File: src/design/ext_mem_settings.svh
`ifndef EXT_MEM_SETTINGS_SVH
`define EXT_MEM_SETTINGS_SVH

// ----------------------------------------
// geometry of the conduit memory
// ----------------------------------------

// width of the byte address on the conduit
`define EXT_MEM_ADDR_W 8

// symbols per memory word
`define EXT_MEM_NUM_SYMBOLS 4

// bits in one symbol
`define EXT_MEM_SYMBOL_W 8

// clocks from read sample to data on rdata
// zero makes the read path purely combinational
`define EXT_MEM_READ_LATENCY 2

// ----------------------------------------
// pin polarity, 1 means active low
// ----------------------------------------

// chip select
`define EXT_MEM_ACTIVE_LOW_CS 0

// read strobe
`define EXT_MEM_ACTIVE_LOW_READ 0

// write strobe, active low by default
`define EXT_MEM_ACTIVE_LOW_WRITE 1

// output enable
`define EXT_MEM_ACTIVE_LOW_OE 0

// byte enables, all lanes share one polarity
`define EXT_MEM_ACTIVE_LOW_BYTEEN 0

`endif
File: src/design/ext_mem_storage_pkg.sv
`include "ext_mem_settings.svh"

package ext_mem_storage_pkg;

   // word geometry derived from the settings header
   localparam int num_symbols = `EXT_MEM_NUM_SYMBOLS;
   localparam int symbol_w    = `EXT_MEM_SYMBOL_W;
   localparam int data_w      = num_symbols * symbol_w;

   // low address bits select a symbol, the rest select a word
   localparam int word_addr_w = `EXT_MEM_ADDR_W - $clog2(num_symbols);
   localparam int num_words   = 2 ** word_addr_w;

   typedef logic [data_w-1:0]      data_t;
   typedef logic [num_symbols-1:0] symen_t;
   typedef logic [word_addr_w-1:0] word_addr_t;

   // spread each enable bit over all bits of its symbol
   function automatic data_t symbol_mask(input symen_t symen);
      data_t mask;
      for (int s = 0; s < num_symbols; s++) begin
         mask[s*symbol_w +: symbol_w] = {symbol_w{symen[s]}};
      end
      return mask;
   endfunction

endpackage

File: src/design/ext_mem_cmd_pkg.sv
package ext_mem_cmd_pkg;

   // ----------------------------------------
   // decoded bus command
   // ----------------------------------------

   // all strobes here are active high and already gated by chip select
   // read is dropped whenever write is also present
   typedef struct packed {
      ext_mem_storage_pkg::word_addr_t addr;
      logic                            read;
      logic                            write;
      logic                            oe;
      ext_mem_storage_pkg::symen_t     symen;
   } mem_cmd_t;

   // ----------------------------------------
   // read word on its way to the pins
   // ----------------------------------------

   // data is already masked by the symbol enables
   // drive marks a cycle where the model would own the data bus
   typedef struct packed {
      ext_mem_storage_pkg::data_t data;
      logic                       drive;
   } read_capture_t;

endpackage

File: src/design/read_delay_line.sv
`timescale 1ns/1ns

`include "ext_mem_settings.svh"

module read_delay_line (
   input  logic                           clk,
   input  logic                           internal_reset,
   input  ext_mem_cmd_pkg::read_capture_t capture,
   output ext_mem_storage_pkg::data_t     rdata,
   output logic                           rdrive
);

   localparam int latency = `EXT_MEM_READ_LATENCY;

   // last stage of the pipe or the live capture when latency is zero
   ext_mem_cmd_pkg::read_capture_t out_stage;

   // ----------------------------------------
   // latency pipeline
   // ----------------------------------------

   if (latency == 0) begin : g_passthru

      // combinational read that follows the current command
      assign out_stage = capture;

   end else begin : g_pipe

      // drive flags per stage with stage 0 the newest
      logic [latency-1:0]         drive_q;

      // read words per stage
      ext_mem_storage_pkg::data_t data_q [latency];

      // word and flag move one stage per clock
      always_ff @(posedge clk or posedge internal_reset) begin
         if (internal_reset) begin
            drive_q <= '0;
            for (int i = 0; i < latency; i++) begin
               data_q[i] <= '0;
            end
         end else begin
            drive_q[0] <= capture.drive;
            data_q[0]  <= capture.data;
            for (int i = 1; i < latency; i++) begin
               drive_q[i] <= drive_q[i-1];
               data_q[i]  <= data_q[i-1];
            end
         end
      end

      assign out_stage.data  = data_q[latency-1];
      assign out_stage.drive = drive_q[latency-1];

   end

   // ----------------------------------------
   // output stage
   // ----------------------------------------

   // zero stands in for the high impedance of the tristate bus
   assign rdrive = out_stage.drive;
   assign rdata  = out_stage.drive ? out_stage.data : '0;

   // the flag must be clean from the whole decoder to pin path
   a_rdrive_known: assert property (
      @(posedge clk) disable iff (internal_reset)
      !$isunknown(rdrive)
   );

endmodule

File: config.mk
export PLATFORM = sky130hd
export DESIGN_NAME = read_delay_line
export DESIGN_NICKNAME = d
export VERILOG_FILES = /design/src/design/ext_mem_storage_pkg.sv /design/src/design/ext_mem_cmd_pkg.sv /design/src/design/read_delay_line.sv
export VERILOG_INCLUDE_DIRS = /design/src /design/src/design
export SDC_FILE = /design/constraint.sdc
export NUM_CORES = 1
export LEC_CHECK = 0
export ABC_AREA = 1
export BUFFER_PORTS_ARGS = -buffer_cell sky130_fd_sc_hd__buf_4
export CAP_MARGIN = 40
export CORE_AREA = 2 2 73 75
export DETAILED_ROUTE_END_ITERATION = 7
export DIE_AREA = 0 0 75 77
export GPL_TIMING_DRIVEN = 0
export PLACE_DENSITY_LB_ADDON = 0.1
export SETUP_SLACK_MARGIN = 0.05
export SKIP_CTS_REPAIR_TIMING = 1
export SLEW_MARGIN = 25
export SYNTH_ARGS = -nofsm -noshare
export SYNTH_HDL_FRONTEND = slang
export SYNTH_SLANG_ARGS = --single-unit
export TNS_END_PERCENT = 10
File: constraint.sdc
create_clock -name clk -period 1.8 [get_ports clk]
set_input_delay 0.09 -clock clk [delete_from_list [all_inputs] [get_ports clk]]
set_output_delay 0.09 -clock clk [all_outputs]
set_load 0.02 [all_outputs]
Yosys cells after proc, flatten, opt, wreduce, memory -nomap -nowiden
Cells that the tools add are included.
{ "word_totals": {"reg_bits": 66, "wordCells": 4, "inputBits": 35} }
{ "classes": {"mux": 1} }
{ "ops": {"columns": ["cell", "count"], "rows": [
  ["$mux 32", 1]
]} }

Longest topological paths before layout
{ "logic_depth": {"word_depth": 1, "mapped_depth": 3, "mapped_depth_nobuf": 2} }

Worst setup path before layout
OpenSTA, ideal clock, no wires.
{ "synth_timing": {"kind": "register to output", "start": "reg g_pipe.drive_q[1]", "end": "out rdata[0]", "path_buffers": 1, "slack_ns": 0.823, "path_stages_with_launch": 4, "t_arrival_ns": 0.887, "cell_sequence": "dfrtp_1 -> buf_6 -> nand2_1 -> inv_1"} }
{ "synth_between": {"elab_chain_len": 1} }
{ "synth_lines": {"columns": ["item", "line", "text"], "rows": [
  ["start, declared", "read_delay_line.sv:30", "logic [latency-1:0] drive_q;"],
  ["start signal, assigned by index", "read_delay_line.sv:46", "drive_q[i] <= drive_q[i-1];"],
  ["$mux 32", "read_delay_line.sv:63", "assign rdata = out_stage.drive ? out_stage.data : '0;"],
  ["end, declared", "read_delay_line.sv:9", "output ext_mem_storage_pkg::data_t rdata,"]
]} }
Every way passes these cells.

Worst setup path in the final report
{ "layout_timing": {"start": "reg g_pipe.drive_q[1]", "end": "out rdata[24]"} }
The elaborated chain is that of the path after synthesis.

==> results.md <==
- DRC violations left: 0
- Count of max-cap constraint violations: 0
- Clock skew: 0.00622 ns
- Clock tree buffer depth: 2
- Post-place instance area: between 2000 and 3000 um^2
- Largest net degree at the start of global routing: 37
- Dominant delay contributor by cell family on the critical path: flip-flops
- Post-synthesis to final-layout area growth: 60.1%
- Post-route worst hold slack: about 0.3 ns
- # port buffers: 67
- Final count of hold timing violations: 0
- Routed length per instance: around 10 um
- Top area cells in the synthesized netlist: sky130_fd_sc_hd__dfrtp_1, sky130_fd_sc_hd__inv_1, sky130_fd_sc_hd__nand2_1
- Most common library cell in the layout ignoring fill and taps: sky130_fd_sc_hd__buf_4
- Via count of the routed design: roughly 1200
- Register cell area after layout: 1650 um^2
- Clock insertion delay at the later pin of the skew report: about 0.33 ns
- Starting Density: roughly two fifths
- Max Clk Rate: roughly 0.75 GHz
- Type of the worst min-delay path: in -> async
- PwrDens: slightly above 1000 nW/um^2
- Syn Inst Count: approximately 130
- Worst reg2reg path endpoint: g_pipe.data_q[5]$_DFF_PP0_
- Y dimension of the die: 77 um
- Clock Sink Count: 66
- Final nets: between 200 and 300
- Worst relative slew slack: 75.6%
- Type of element launching the critical path: flip-flop
- Worst Path Required: 1.71 ns
- Slowest cell on the critical path: sky130_fd_sc_hd__dfrtp_1
- Buffering stage count on the worst path with inverters included: 3
- Reg2Reg Launch Point: g_pipe.data_q[37]$_DFF_PP0_
- Synth Area per Inst: 14.4 um^2
- Diodes inserted: 0
- Max-slew violation count: 0
- Starting DRC count in detailed routing: 27
- Part of the Yosys area used for sequential elements: a little under nine tenths
- Vias in the first global route: approximately 1100
- Global-route wire length before repair: 4900 um
- First drt pass iteration count: 4
- Vias per inst: about 3.8
- Filler instances: 407
- Clock tree from TritonCTS: yes
- Post-synthesis cell type count: 4
- Worst setup path category: reg -> out
- Std-Cell Core Area: ~5000 um^2
- RePlAce Congestion: between 0.6 and 0.7
- Critical path, cell by cell: buf_6, nand2_1, inv_1, buf_4
- Biggest area consumer among synthesized cells: sky130_fd_sc_hd__dfrtp_1
- Area of the multi-input gates: roughly 120 um^2
- Count of warnings emitted by yosys: 0
- Final core utilization: about 62%
- Peak supply drop: 0.666 mV
- Depth of the worst register-to-register path: 0
- Reg clk slew, reported paths: about 0.070 ns
- Clock buffer count from CTS: 9
- Cell Area, Synth: approximately 1900 um^2
- Layout Cell Area excl Fill: 3090 um^2
- Largest fanout on the critical path: 10
- Number of antenna violations at the first check in global routing: 0
- Shortest clock period the worst path allows after layout: between 1 and 1.5 ns
- Overall Global Routing Usage: between 10% and 20%
- Run status: finished clean
- Standard-cell row count: 26
- Finish-stage setup viols: 0
- Total overflow reported by the global router: 0
- Setup slack, reg-to-reg: ~1.3 ns
- Unrepaired setup endpoints after global routing: false
- Final wirelength: roughly 3400 um
- Post-detailed-route count of antenna-violating nets: 0
- Final cycle utilization of the critical path: between 70 and 80%
- Horizontal die dimension: approximately 75 um
- Number of H-tree levels: 3
- Number of primary I/O pins: 68
- Syn_nets: about 170
- Root buffer selected by CTS: sky130_fd_sc_hd__clkbuf_8
- Fraction of final layout cells sized beyond drive strength 1: roughly a third
- Data arrival, critical path: 1.25 ns
- Lkg Pwr: 0.00169 uW
- Tightest Pin Transition: between 0.3 and 0.4 ns
- Overall die area: around 5800 um^2
- Critical path capture point type: primary output
- Biggest cell delay along the critical path: 0.48 ns
- HPWL after detailed placement: between 2000 and 2500 um
- Proportion of netlist area held by the largest area contributor: between 80% and 90%
- Seq cells post-synth: 66
- Most frequent cells in the layout: sky130_fd_sc_hd__buf_4, sky130_fd_sc_hd__dfrtp_1, sky130_fd_sc_hd__dlygate4sd3_1
layer usage:
metal | track usage [%] | up-vias | wire length (um)
met2 | 17.8 | 47 | 1760
met3 | 6.18 | 8 | 221
li1 | - | 595 | -
met5 | 0 | - | 0
met4 | 9.11 | 0 | 80
met1 | 14.0 | 576 | 1320
worst max path at each step:
stage / from / endpoint / depth (start not counted)
floorplan: internal_reset / g_pipe.data_q[0]$_DFF_PP0_ / 1
global placement: internal_reset / g_pipe.data_q[52]$_DFF_PP0_ / 2
detailed placement: g_pipe.drive_q[1]$_DFF_PP0_ / rdata[22] / 4
CTS: g_pipe.drive_q[1]$_DFF_PP0_ / rdata[22] / 4
global route: g_pipe.drive_q[1]$_DFF_PP0_ / rdata[22] / 4
finish: g_pipe.drive_q[1]$_DFF_PP0_ / rdata[24] / 4
logic make-up after synthesis:
| group | count (synthesis) | synth area share [%] |
|---|---|---|
| flip-flops | 66 | 85.6 |
| buffers and inverters | 36 | 8.17 |
| AND/OR/NAND/NOR | 32 | 6.23 |
area by class of cell:
cell class,count,share of cell area (%)
Buffer,3,1.09
Clock buffer,12,5.02
Clock inverter,4,1.62
Inverter,33,4.09
Multi-Input combinational cell,32,3.89
Sequential cell,66,53.5
Tap cell,70,2.84
Timing Repair Buffer,102,28.0
sequential cells by signal, summed over array words and instances, names as in the netlist:
name	cells
g_pipe.data_q	64
g_pipe.drive_q	2
per-stage QoR:
stage / TNS, ns / std cells / total power [uW] / setup slack (ns)
after global routing: 0 / 322 / 3270 / 0.337
after CTS: 0 / 288 / 3110 / 0.424
after detailed placement: 0 / 272 / 1860 / 0.807
final: 0 / 322 / 3110 / 0.464
after global placement: -34.77 / 271 / 1840 / -0.529
after floorplan: 0 / 134 / 1710 / 0.0552
cells in the mapped netlist, drive strengths merged:
library cell	n
buf	3
dfrtp	66
inv	33
nand2	32
power breakdown:
part           switching [uW]  internal [uW]
Clock                     513            713
Combinational             141            164
Sequential               20.2           1560
Total                     674           2430
No activity file was read; power rests on OpenSTA's default activity.
